===== config.mk =====
export PLATFORM = sky130hd
export DESIGN_NAME = i3c_target_top
export DESIGN_NICKNAME = d
export VERILOG_FILES = /design/src/design/i3c_target_pkg.sv /design/src/design/i3c_bit_shifter.sv /design/src/design/i3c_bus_monitor.sv /design/src/design/i3c_target_config.sv /design/src/design/i3c_target_fsm.sv /design/src/design/i3c_target_top.sv
export VERILOG_INCLUDE_DIRS = /design/src /design/src/design
export SDC_FILE = /design/constraint.sdc
export NUM_CORES = 1
export LEC_CHECK = 0
export BUFFER_PORTS_ARGS = -buffer_cell sky130_fd_sc_hd__buf_4
export CORE_MARGIN = 2
export CORE_UTILIZATION = 31
export CTS_BUF_LIST = sky130_fd_sc_hd__clkbuf_8 sky130_fd_sc_hd__clkbuf_16
export DETAILED_ROUTE_END_ITERATION = 10
export SLEW_MARGIN = 30
export SYNTH_ARGS = -nofsm -noshare
export SYNTH_HDL_FRONTEND = slang
export SYNTH_SLANG_ARGS = --single-unit
export TNS_END_PERCENT = 100

===== constraint.sdc =====
create_clock -name clk_i -period 2.4 [get_ports clk_i]
set_clock_uncertainty 0.1 [all_clocks]
set_input_delay 0 -clock clk_i [delete_from_list [all_inputs] [get_ports clk_i]]
set_output_delay 0 -clock clk_i [all_outputs]
set_load 0.005 [all_outputs]

===== src/design/i3c_target_settings.svh =====
// Widths and reset defaults of the I3C target, included by the package and the RTL modules
`ifndef I3C_TARGET_SETTINGS_SVH
`define I3C_TARGET_SETTINGS_SVH

// Static address width
`define I3C_ADDR_W 7

// Bus byte width
`define I3C_BYTE_W 8

// Hold-time counter width
`define I3C_CNT_W 16

// Settings applied out of reset
`define I3C_DEF_ADDR 7'h2a
`define I3C_DEF_THD 3

`endif


===== src/design/i3c_target_pkg.sv =====
// Types shared by the I3C target blocks: configuration, bus view, events and FSM states
`default_nettype none

`include "i3c_target_settings.svh"

package i3c_target_pkg;

  // Active target settings
  typedef struct packed {
    logic                  enable;
    logic [`I3C_ADDR_W-1:0] own_addr;
    logic [`I3C_CNT_W-1:0]  thd;
  } i3c_cfg_t;

  // Synchronized levels plus one-cycle edge and condition pulses
  typedef struct packed {
    logic scl;
    logic sda;
    logic scl_rise;
    logic scl_fall;
    logic start;
    logic stop;
  } i3c_bus_t;

  // Event pulses towards the system
  typedef struct packed {
    logic cmd_complete;
    logic target_nack;
    logic unexp_stop;
    logic read_cmd;
  } i3c_evt_t;

  typedef enum logic [4:0] {
    Idle, AcquireStart, AddrRead,
    AddrAckWait, AddrAckSetup, AddrAckPulse, AddrAckHold,
    TransmitWait, TransmitSetup, TransmitPulse, TransmitHold, TransmitAck, TransmitAckPulse,
    AcquireByte, AcquireAckWait, AcquireAckSetup, AcquireAckPulse, AcquireAckHold,
    WaitForStop
  } i3c_state_e;

endpackage

`default_nettype wire


===== src/design/i3c_bit_shifter.sv =====
// Per-byte datapath: bit counter, receive shift register, transmit bit select and host ACK
`timescale 1ns/1ps
`default_nettype none

`include "i3c_target_settings.svh"

module i3c_bit_shifter
  import i3c_target_pkg::*;
(
  input  logic                   clk_i,
  input  logic                   rst_ni,
  input  i3c_bus_t               bus_i,
  input  logic                   byte_clr_i,
  input  logic [`I3C_BYTE_W-1:0] tx_data_i,
  output logic [3:0]             bit_idx_o,
  output logic                   bit_ack_o,
  output logic [`I3C_BYTE_W-1:0] rx_byte_o,
  output logic                   tx_bit_o,
  output logic                   host_ack_o
);

  logic [3:0]             bit_idx_q;
  logic [`I3C_BYTE_W-1:0] rx_byte_q;
  logic                   host_ack_q;

  // Ninth slot of a byte is the ACK bit
  assign bit_ack_o = (bit_idx_q == 4'(`I3C_BYTE_W));

  // Index moves on each SCL fall and wraps after the ACK slot
  always_ff @(posedge clk_i or negedge rst_ni) begin
    if (!rst_ni) begin
      bit_idx_q <= '0;
    end else if (bus_i.start || byte_clr_i) begin
      bit_idx_q <= '0;
    end else if (bus_i.scl_fall) begin
      bit_idx_q <= bit_ack_o ? 4'd0 : bit_idx_q + 4'd1;
    end
  end

  // MSB arrives first, the ACK slot is not shifted in
  always_ff @(posedge clk_i) begin
    if (byte_clr_i) begin
      rx_byte_q <= '0;
    end else if (bus_i.scl_rise && !bit_ack_o) begin
      rx_byte_q <= {rx_byte_q[`I3C_BYTE_W-2:0], bus_i.sda};
    end
  end

  // Host pulls SDA low to ACK our byte
  always_ff @(posedge clk_i or negedge rst_ni) begin
    if (!rst_ni) begin
      host_ack_q <= 1'b0;
    end else if (bus_i.scl_rise && bit_ack_o) begin
      host_ack_q <= ~bus_i.sda;
    end
  end

  // Index 0 selects bit 7
  assign tx_bit_o   = tx_data_i[~bit_idx_q[2:0]];
  assign bit_idx_o  = bit_idx_q;
  assign rx_byte_o  = rx_byte_q;
  assign host_ack_o = host_ack_q;

endmodule

`default_nettype wire


===== src/design/i3c_bus_monitor.sv =====
// Bus front end: synchronizes SCL and SDA, derives their edges and flags START and STOP
`timescale 1ns/1ps
`default_nettype none

module i3c_bus_monitor
  import i3c_target_pkg::*;
(
  input  logic     clk_i,
  input  logic     rst_ni,
  input  logic     scl_i,
  input  logic     sda_i,
  output i3c_bus_t bus_o
);

  logic [1:0] scl_sync_q;
  logic [1:0] sda_sync_q;
  logic       scl_s;
  logic       sda_s;
  i3c_bus_t   bus_q;

  // Two-flop synchronizers, idle bus reads high
  always_ff @(posedge clk_i or negedge rst_ni) begin
    if (!rst_ni) begin
      scl_sync_q <= 2'b11;
      sda_sync_q <= 2'b11;
    end else begin
      scl_sync_q <= {scl_sync_q[0], scl_i};
      sda_sync_q <= {sda_sync_q[0], sda_i};
    end
  end

  assign scl_s = scl_sync_q[1];
  assign sda_s = sda_sync_q[1];

  // Edge register, bus_q holds the previous levels for comparison
  always_ff @(posedge clk_i or negedge rst_ni) begin
    if (!rst_ni) begin
      bus_q <= '{scl: 1'b1, sda: 1'b1, default: 1'b0};
    end else begin
      bus_q.scl      <= scl_s;
      bus_q.sda      <= sda_s;
      bus_q.scl_rise <= scl_s & ~bus_q.scl;
      bus_q.scl_fall <= ~scl_s & bus_q.scl;
      // SDA moving while SCL stays high marks a START or STOP
      bus_q.start    <= bus_q.sda & ~sda_s & bus_q.scl & scl_s;
      bus_q.stop     <= ~bus_q.sda & sda_s & bus_q.scl & scl_s;
    end
  end

  assign bus_o = bus_q;

endmodule

`default_nettype wire


===== src/design/i3c_target_config.sv =====
// Settings register of the target, updated from software only while no transfer is running
`timescale 1ns/1ps
`default_nettype none

`include "i3c_target_settings.svh"

module i3c_target_config
  import i3c_target_pkg::*;
(
  input  logic     clk_i,
  input  logic     rst_ni,
  input  logic     we_i,
  input  i3c_cfg_t cfg_i,
  input  logic     idle_i,
  output i3c_cfg_t cfg_o
);

  i3c_cfg_t cfg_q;

  // Out of reset the target is disabled with default address and hold
  always_ff @(posedge clk_i or negedge rst_ni) begin
    if (!rst_ni) begin
      cfg_q.enable   <= 1'b0;
      cfg_q.own_addr <= `I3C_DEF_ADDR;
      cfg_q.thd      <= `I3C_CNT_W'(`I3C_DEF_THD);
    end else if (we_i && idle_i) begin
      // Writes during a transfer are dropped
      // so address and timing stay fixed until STOP
      cfg_q <= cfg_i;
    end
  end

  assign cfg_o = cfg_q;

endmodule

`default_nettype wire


===== src/design/i3c_target_fsm.sv =====
// Transfer FSM: address match, ACK timing, byte receive and transmit, SDA drive and events
`timescale 1ns/1ps
`default_nettype none

`include "i3c_target_settings.svh"

module i3c_target_fsm
  import i3c_target_pkg::*;
(
  input  logic                   clk_i,
  input  logic                   rst_ni,
  input  i3c_bus_t               bus_i,
  input  i3c_cfg_t               cfg_i,
  input  logic [3:0]             bit_idx_i,
  input  logic                   bit_ack_i,
  input  logic [`I3C_BYTE_W-1:0] rx_byte_i,
  input  logic                   tx_bit_i,
  input  logic                   host_ack_i,
  input  logic                   tx_valid_i,
  output logic                   byte_clr_o,
  output logic                   sda_o,
  output logic                   idle_o,
  output logic                   transmitting_o,
  output logic                   tx_ready_o,
  output logic                   rx_valid_o,
  output logic [`I3C_BYTE_W-1:0] rx_data_o,
  output i3c_evt_t               evt_o
);

  i3c_state_e            state_q, state_d;
  logic [`I3C_CNT_W-1:0] tcount_q;
  logic                  load_tcount;
  logic                  hold_done;
  logic                  last_bit_fall;
  logic                  addr_match;
  logic                  sda_q, sda_d;
  // Transfer addressed to us, its direction, and the early-SCL NACK latch
  logic                  xfer_q, xfer_d;
  logic                  rnw_q, rnw_d;
  logic                  nack_q, nack_d;

  // Count of 1 or 0 ends a hold, so thd of zero does not wrap
  assign hold_done     = (tcount_q[`I3C_CNT_W-1:1] == '0);
  assign last_bit_fall = bus_i.scl_fall && (bit_idx_i == 4'd7);
  assign addr_match    = (rx_byte_i[`I3C_BYTE_W-1:1] == cfg_i.own_addr);

  always_comb begin
    state_d     = state_q;
    load_tcount = 1'b0;
    sda_d       = 1'b1;
    xfer_d      = xfer_q;
    rnw_d       = rnw_q;
    nack_d      = nack_q;
    byte_clr_o  = 1'b0;
    tx_ready_o  = 1'b0;
    rx_valid_o  = 1'b0;
    evt_o       = '0;
    unique case (state_q)
      Idle: begin
        xfer_d = 1'b0;
        rnw_d  = 1'b0;
        nack_d = 1'b0;
      end
      // START ends once SCL goes low
      AcquireStart: begin
        xfer_d = 1'b0;
        if (!bus_i.scl) begin
          byte_clr_o = 1'b1;
          state_d    = AddrRead;
        end
      end
      AddrRead: begin
        if (last_bit_fall) begin
          if (addr_match) begin
            xfer_d      = 1'b1;
            rnw_d       = rx_byte_i[0];
            load_tcount = 1'b1;
            state_d     = AddrAckWait;
          end else begin
            state_d = WaitForStop;
          end
        end
      end
      // Host clocking before our hold elapsed, give up on this transfer
      AddrAckWait, AcquireAckWait: begin
        if (bus_i.scl) begin
          nack_d  = 1'b1;
          state_d = WaitForStop;
        end else if (hold_done) begin
          state_d = (state_q == AddrAckWait) ? AddrAckSetup : AcquireAckSetup;
        end
      end
      AddrAckSetup, AcquireAckSetup: begin
        sda_d = 1'b0;
        if (bus_i.scl) begin
          state_d = (state_q == AddrAckSetup) ? AddrAckPulse : AcquireAckPulse;
        end
      end
      // Keep ACK low across SCL high, then hold thd after the fall
      AddrAckPulse, AcquireAckPulse: begin
        sda_d = 1'b0;
        if (!bus_i.scl) begin
          load_tcount = 1'b1;
          state_d     = (state_q == AddrAckPulse) ? AddrAckHold : AcquireAckHold;
        end
      end
      AddrAckHold: begin
        sda_d = 1'b0;
        if (hold_done) begin
          evt_o.read_cmd = rnw_q;
          state_d        = rnw_q ? TransmitWait : AcquireByte;
        end
      end
      AcquireAckHold: begin
        sda_d = 1'b0;
        if (hold_done) begin
          rx_valid_o = 1'b1;
          state_d    = AcquireByte;
        end
      end
      AcquireByte: begin
        if (last_bit_fall) begin
          load_tcount = 1'b1;
          state_d     = AcquireAckWait;
        end
      end
      // SDA stays released until a byte is offered
      TransmitWait: begin
        if (tx_valid_i) begin
          state_d = TransmitSetup;
        end
      end
      TransmitSetup: begin
        sda_d = tx_bit_i;
        if (bus_i.scl) begin
          state_d = TransmitPulse;
        end
      end
      TransmitPulse: begin
        sda_d = sda_q;
        if (!bus_i.scl) begin
          load_tcount = 1'b1;
          state_d     = TransmitHold;
        end
      end
      // Index has already moved on, so the bit comes from sda_q
      TransmitHold: begin
        sda_d = sda_q;
        if (hold_done) begin
          state_d = bit_ack_i ? TransmitAck : TransmitSetup;
        end
      end
      TransmitAck: begin
        if (bus_i.scl) begin
          state_d = TransmitAckPulse;
        end
      end
      // Byte is popped on ACK and NACK alike
      TransmitAckPulse: begin
        if (!bus_i.scl) begin
          tx_ready_o = 1'b1;
          state_d    = host_ack_i ? TransmitWait : WaitForStop;
        end
      end
      // WaitForStop only leaves through the overrides below
      default: begin
        state_d = state_q;
      end
    endcase

    // Bus conditions and enable take priority over the per-state moves
    if (!cfg_i.enable) begin
      state_d = Idle;
    end else if (bus_i.start) begin
      state_d = AcquireStart;
    end else if (bus_i.stop) begin
      state_d = Idle;
    end

    evt_o.target_nack  = nack_d & ~nack_q;
    evt_o.cmd_complete = cfg_i.enable & bus_i.stop & xfer_q;
    // A read should end with host NACK, which lands in WaitForStop
    evt_o.unexp_stop   = cfg_i.enable & bus_i.stop & xfer_q & rnw_q &
                         (state_q != WaitForStop);
  end

  always_ff @(posedge clk_i or negedge rst_ni) begin
    if (!rst_ni) begin
      state_q  <= Idle;
      sda_q    <= 1'b1;
      xfer_q   <= 1'b0;
      rnw_q    <= 1'b0;
      nack_q   <= 1'b0;
      tcount_q <= '0;
    end else begin
      state_q <= state_d;
      sda_q   <= sda_d;
      xfer_q  <= xfer_d;
      rnw_q   <= rnw_d;
      nack_q  <= nack_d;
      if (load_tcount) begin
        tcount_q <= cfg_i.thd;
      end else if (tcount_q != '0) begin
        tcount_q <= tcount_q - `I3C_CNT_W'(1);
      end
    end
  end

  assign sda_o          = sda_d;
  assign idle_o         = (state_q == Idle);
  assign rx_data_o      = rx_byte_i;
  assign transmitting_o = state_q inside {AddrAckSetup, AddrAckPulse, AddrAckHold,
                                          TransmitSetup, TransmitPulse, TransmitHold,
                                          AcquireAckSetup, AcquireAckPulse, AcquireAckHold};

endmodule

`default_nettype wire


===== src/design/i3c_target_top.sv =====
// Top level of the I3C target: bus monitor, settings register, bit shifter and transfer FSM
`timescale 1ns/1ps
`default_nettype none

`include "i3c_target_settings.svh"

module i3c_target_top
  import i3c_target_pkg::*;
(
  input  logic                   clk_i,
  input  logic                   rst_ni,
  input  logic                   scl_i,
  input  logic                   sda_i,
  output logic                   sda_o,
  output logic                   target_idle_o,
  output logic                   target_transmitting_o,
  input  logic                   cfg_we_i,
  input  i3c_cfg_t               cfg_i,
  input  logic                   tx_valid_i,
  input  logic [`I3C_BYTE_W-1:0] tx_data_i,
  output logic                   tx_ready_o,
  output logic                   rx_valid_o,
  output logic [`I3C_BYTE_W-1:0] rx_data_o,
  output i3c_evt_t               evt_o
);

  i3c_bus_t               bus;
  i3c_cfg_t               cfg;
  logic [3:0]             bit_idx;
  logic                   bit_ack;
  logic [`I3C_BYTE_W-1:0] rx_byte;
  logic                   tx_bit;
  logic                   host_ack;
  logic                   byte_clr;
  logic                   idle;

  i3c_bus_monitor u_bus_monitor (
    .clk_i, .rst_ni, .scl_i, .sda_i, .bus_o(bus)
  );

  // Idle from the FSM gates configuration updates
  i3c_target_config u_config (
    .clk_i, .rst_ni, .we_i(cfg_we_i), .cfg_i, .idle_i(idle), .cfg_o(cfg)
  );

  i3c_bit_shifter u_bit_shifter (
    .clk_i, .rst_ni, .bus_i(bus), .byte_clr_i(byte_clr), .tx_data_i,
    .bit_idx_o(bit_idx), .bit_ack_o(bit_ack), .rx_byte_o(rx_byte),
    .tx_bit_o(tx_bit), .host_ack_o(host_ack)
  );

  i3c_target_fsm u_fsm (
    .clk_i, .rst_ni, .bus_i(bus), .cfg_i(cfg), .bit_idx_i(bit_idx), .bit_ack_i(bit_ack),
    .rx_byte_i(rx_byte), .tx_bit_i(tx_bit), .host_ack_i(host_ack), .tx_valid_i,
    .byte_clr_o(byte_clr), .sda_o, .idle_o(idle), .transmitting_o(target_transmitting_o),
    .tx_ready_o, .rx_valid_o, .rx_data_o, .evt_o
  );

  assign target_idle_o = idle;

endmodule

`default_nettype wire


# == Yosys cells after proc, flatten, opt, wreduce, memory -nomap -nowiden ==
# Index checks and enable logic that the tools add are counted.
# W data, S select, Z words.
# totals
word_cells,157
out_inout_bits,17
regBits,72
input_bits,38
# op_classes
add_sub_neg,2
n_lt_le_gt_ge,1
n_eq_ne,38
reduce_logical,24
mux,53
bitwise_logic,19
# ops
op,n
$mux W5,22
$pmux W5 S14,1
$ne A5 B5 Y1 const B,9
$eq A5 B4 Y1 const B,8
$mux W16,2
$ne A5 B4 Y1 const B,5
$eq A5 B3 Y1 const B,4
$mux W4,5
$ne A17 B3 Y1 const B,1
$mux W1,16
$reduce_bool A16 Y1,1
$sub A16 B1 Y16 const B,1
$logic_not A15 Y1,1
$reduce_and A15 Y1,1
$and A1 B1 Y1,13
$eq A5 B2 Y1 const B,2
$eq A5 B5 Y1 const B,2
$reduce_or A2 Y1,5
$reduce_bool A9 Y1,1
$reduce_bool A2 Y1,4
$eq A7 B7 Y1,1
$ne A6 B5 Y1 const B,1
$pmux W1 S2,3
$pmux W1 S3,2
other kinds (17),26

# == Depth between registers and ports, before layout ==
# depth
depth_word,8
depth_mapped,9
ltp_nobuf,7

# == Modules after synthesis ==
# Synthesis repeated with hierarchy kept, for this count alone.
# hier_totals
hier_cells,377
hier_area_um2,4127.7
# modules_own_cells
module,seq_area_each_um2,instances,cells_each,area_per_inst_um2
i3c_target_fsm,626.9,1,249,2182.1
i3c_target_config,606.8,1,51,980.9
i3c_bit_shifter,285.3,1,63,674.4
i3c_bus_monitor,257.7,1,14,290.3

# == Worst setup path after synthesis ==
# OpenSTA, ideal clock, no wires.
# synth_path
kind,register -> register
from,register u_fsm.state_q[3]
to,register u_fsm.state_q[0]
stages_incl_launch_ff,8
n_path_buf,2
setup_ps,128
arrival_time_ps,1948
required_ps,2172
period_less_slack_ps,2176
path_slack_ps,224
path_cell_list,dfrtp_1 > buf_6 > or2_1 > buf_6 > or4_1 > a31o_1 > a31oi_1 > mux2_1
# synth_via
elab_chain_cells,8
word_cells_on_any_way,47
cone_classes,32 x eq/ne; 11 x mux; 4 x reduce/logical
# synth_lines
element,line,rtl
start: declaration,i3c_target_fsm.sv:30,"i3c_state_e state_q, state_d;"
start signal: assignment,i3c_target_fsm.sv:189,state_q <= Idle;
start signal: assignment,i3c_target_fsm.sv:196,state_q <= state_d;
$eq A5 B2 Y1,"i3c_target_fsm.sv:58, i3c_target_fsm.sv:90",
$mux W4,i3c_target_fsm.sv:90,state_d = (state_q == AddrAckWait) ? AddrAckSetup : AcquireAckSetup;
$mux W5,i3c_target_fsm.sv:89,end else if (hold_done) begin
$mux W5,i3c_target_fsm.sv:86,if (bus_i.scl) begin
$pmux W5 S14,i3c_target_fsm.sv:58,unique case (state_q)
$mux W5,i3c_target_fsm.sv:176,end else if (bus_i.stop) begin
$mux W5,i3c_target_fsm.sv:174,end else if (bus_i.start) begin
$mux W5,i3c_target_fsm.sv:172,if (!cfg_i.enable) begin
# Several ways; a longest one is shown, not always the timed one. The select of a mux whose other input is x is not followed.
# A chain may end at the register's enable or synchronous reset.

# == Worst setup path after layout ==
# layout_path
from,register u_fsm.state_q[2]
to,register u_fsm.state_q[0]
# The elaborated chain is that of the path after synthesis.

==> results by group <==
Setup path
  – Slowest CP cell: dfrtp_1
  – Setup CP Type: reg2reg
  – CP Max Fanout: 6
  – Worst Path Buf+Inv: 0
  – Worst Setup End Kind: flop
  – Worst-path cell chain: or2_1 > or4_1 > a31o_1 > a31oi_1 > mux2_1
  – Worst R2R Setup Slack: 0.17 ns
  – Arr. time, crit path: 2.34 ns
  – R2r endpoint: u_fsm.state_q[0]
  – CP Data Required Time: 2.51 ns
  – CP top delay family: simple AND/OR/NAND/NOR gates
  – Worst r2r src: u_fsm.state_q[2]
  – Critical Path Max Stage Delay: 0.43 ns
  – Crit path depth: 5
  – CP Launch Type: flop
  – Cells on worst reg2reg path: 5

Clocking
  – Clock Sinks: 72
  – CTS tree: done
  – Clock buffer depth: 2
  – Clk Latency, worst-skew pair: 0.34 ns
  – Root buffer cell: clkbuf_16
  – Clk slew on worst S/H paths: 0.05 ns
  – TritonCTS Buffers: 9
  – H-tree Lvls: 3

Logic synthesis
  – Sequential share of the synthesized area: 0.444
  – Ys Warns: 0
  – Mapped cell area: 4000 um^2
  – Synthesized flop and latch total: 72
  – Main flop type after synthesis: dfrtp_1
  – Main area contributors after synthesis: dfrtp_1, mux2_2, dfstp_2
  – Synth unique cells: 65
  – Async SR Flop Fraction: 0.889
  – Share of the synthesized area in the top cell type: 0.325
  – Area leader, netlist: dfrtp_1
  – Post-Syn Instances: 402
  – Post-synth net total: 443
  – Post-synth EDFFs: 0
  – Mean Syn Cell Area: 9.96 um^2

Global route
  – First-pass GRT wire length: 16600 um
  – Vias in the first global route: 3253
  – Total GRT Usage: 0.149
  – Total gr overflow: 0
  – Initial antenna violation count: 0
  – Largest net degree at the start of global routing: 65

Status
  – Status: finished clean

Placed design
  – Pre-CTS setup slack: 0.137 ns
  – RePlAce Congestion: 0.876
  – Placed Instance Area: 4740 um^2
  – IO buf count: 54
  – HPWL Detailed: 6980 um

Drt
  – First drt pass iteration count: 6
  – # DRC: 0
  – Vias per inst: 5.03
  – Total detailed-routing wirelength: 10000 um
  – Initial DRC count: 258
  – Routed len/inst: 14.8 um
  – Vias: 3397
  – Final ANT Viol Nets: 0

Final layout
  – Commonest non-fill, non-tap cell in the layout: buf_4
  – Proportion of layout cells with a drive suffix above 1: 0.329
  – Antenna cells: 0
  – Nets: 540
  – Synth-to-Final Area Change: 32.7%
  – Fin area: 5310 um^2
  – Commonest non-fill, non-tap cells in the layout: buf_4, dfrtp_1, mux2_2
  – # fillers: 1265

Power and ir drop
  – Combinational Power Share: 0.418
  – PwrDens: 1120 nW/um^2
  – NetSw: 2110 uW
  – Internal Power: 3870 uW
  – Seq pwr share: 0.368
  – Worst VDD drop: 0.000506 V
  – Leak pwr: 0.00224 uW
  – Clock power share: 0.214
  – Switching Share: 0.353

Floorplanning
  – Ports: 55
  – FP Rows: 41
  – Core area: 12600 um^2
  – Area of the die: 13800 um^2
  – Chip width: 118 um
  – Chip height: 118 um
  – Initial core utilization: 0.317

STA
  – Post-route setup slack: 0.168 ns
  – Final period util: 0.930
  – Fin crit period: 2.23 ns
  – Slew HR: 0.450
  – Max Slew Vio Count: 0
  – Setup TNS: 0 ns
  – Final hold vios: 0
  – Unrepaired setup endpoints after global routing: false
  – Tightest Pin Transition: 0.824 ns
  – Endpoints failing setup: 0
  – FMAX: 448 MHz

Min path
  – HP Class: in2async

Run
  – Max-Cap Viols: 0
## area by class of cell
| class | count | area, um^2 | area share |
|---|---|---|---|
| Multi-Input combinational cell | 298 | 2100 | 0.395 |
| Timing Repair Buffer | 110 | 906 | 0.171 |
| Tap cell | 172 | 215 | 0.0405 |
| Inverter | 8 | 30.0 | 0.00566 |
| Clock inverter | 7 | 58.8 | 0.0111 |
| Clock buffer | 9 | 225 | 0.0424 |
| Sequential cell | 72 | 1780 | 0.335 |
## metrics by stage
step / utilization / hold WS (ns) / power [uW] / cells
finish: 0.421 / 0.189 / 5970 / 676
global route: 0.421 / 0.213 / 6430 / 676
CTS: 0.419 / 0.192 / 6000 / 676
detailed placement: 0.375 / 0.00949 / 4660 / 633
global placement: 0.375 / 0.00896 / 4620 / 633
floorplan: - / -0.396 / 3800 / 402
## Yosys cell counts, types with 6 or more instances
cell type / n
dfrtp_1: 52
mux2_2: 45
nor2_1: 35
nand2_1: 28
nor3_1: 20
nand3_1: 19
a21oi_1: 14
dfstp_2: 12
xor2_1: 12
clkbuf_1: 11
o21ai_0: 11
nor2b_1: 9
dfxtp_1: 8
nand2b_1: 8
a31oi_1: 7
inv_1: 7
buf_2: 6
nor4_1: 6
## sequential cells by signal, indices dropped and copies added (netlist names)
register and cells:
u_config.cfg_o 24, u_fsm.tcount_q 16, u_bit_shifter.rx_byte_o 8, u_bus_monitor.bus_o 6, u_fsm.state_q 5, u_bit_shifter.bit_idx_o 4
u_bus_monitor.scl_sync_q 2, u_bus_monitor.sda_sync_q 2, u_bit_shifter.host_ack_o 1, u_fsm.nack_q 1, u_fsm.rnw_q 1, u_fsm.sda_q 1
u_fsm.xfer_q 1
## how the worst max path moves through the flow
stage | startpoint | to | slack (ns)
2_1_floorplan | u_fsm.state_q[3] | u_fsm.state_q[0] | 0.22
3_3_place_gp | u_fsm.tcount_q[0] | u_fsm.tcount_q[8] | 0.18
3_5_place_dp | u_fsm.tcount_q[0] | u_fsm.tcount_q[8] | 0.14
4_1_cts | u_fsm.tcount_q[11] | evt_o[0] | 0.12
5_1_grt | u_fsm.state_q[0] | u_fsm.state_q[3] | 0.04
6_report | u_fsm.state_q[2] | u_fsm.state_q[0] | 0.17
## cell families (layout without fill, tap and decap cells)
kind of cell               after synthesis  after routing  synth area share
muxes                                   51             51             0.148
buffers and inverters                   32            134            0.0366
adders and majority gates                3              3           0.00938
and+or+nand+nor                        162            162             0.216
DFF                                     72             72             0.444
AOI/OAI and AO/OA                       65             65             0.108
xor gates and xnor gates                17             17            0.0372
## power by group through the flow
stage / combinational [uW] / clock [uW] / sequential (uW)
after detailed placement: 2460 / 0 / 2200
after CTS: 2500 / 1320 / 2190
after global placement: 2430 / 0 / 2190
after global routing: 2780 / 1370 / 2280
after floorplan: 1740 / 0 / 2070
final: 2500 / 1280 / 2200
## routing by layer
| layer | up-vias | track usage | part of all wire |
|---|---|---|---|
| met5 | - | 0 | 0 |
| met4 | 0 | 0.0610 | 0.018 |
| met3 | 12 | 0.0383 | 0.052 |
| met2 | 102 | 0.230 | 0.47 |
| met1 | 1626 | 0.199 | 0.46 |
| li1 | 1657 | - | - |
## repair_timing
item | 4_1_cts | 5_1_grt
endpoints found under the setup margin | 0 | 8
buffers inserted | 0 | 0
hold buffers | 27 | 0
hold endpoints to repair | 78 | 0
gates resized for setup | 0 | 4
## worst register-to-register path, cell delays in order, from the launching register on
cell and delay [ns]:
dfrtp_1 0.43, or2_1 0.35, or4_1 0.42, a31o_1 0.27, a31oi_1 0.20, mux2_1 0.34
(Power assumes the default switching activity.)
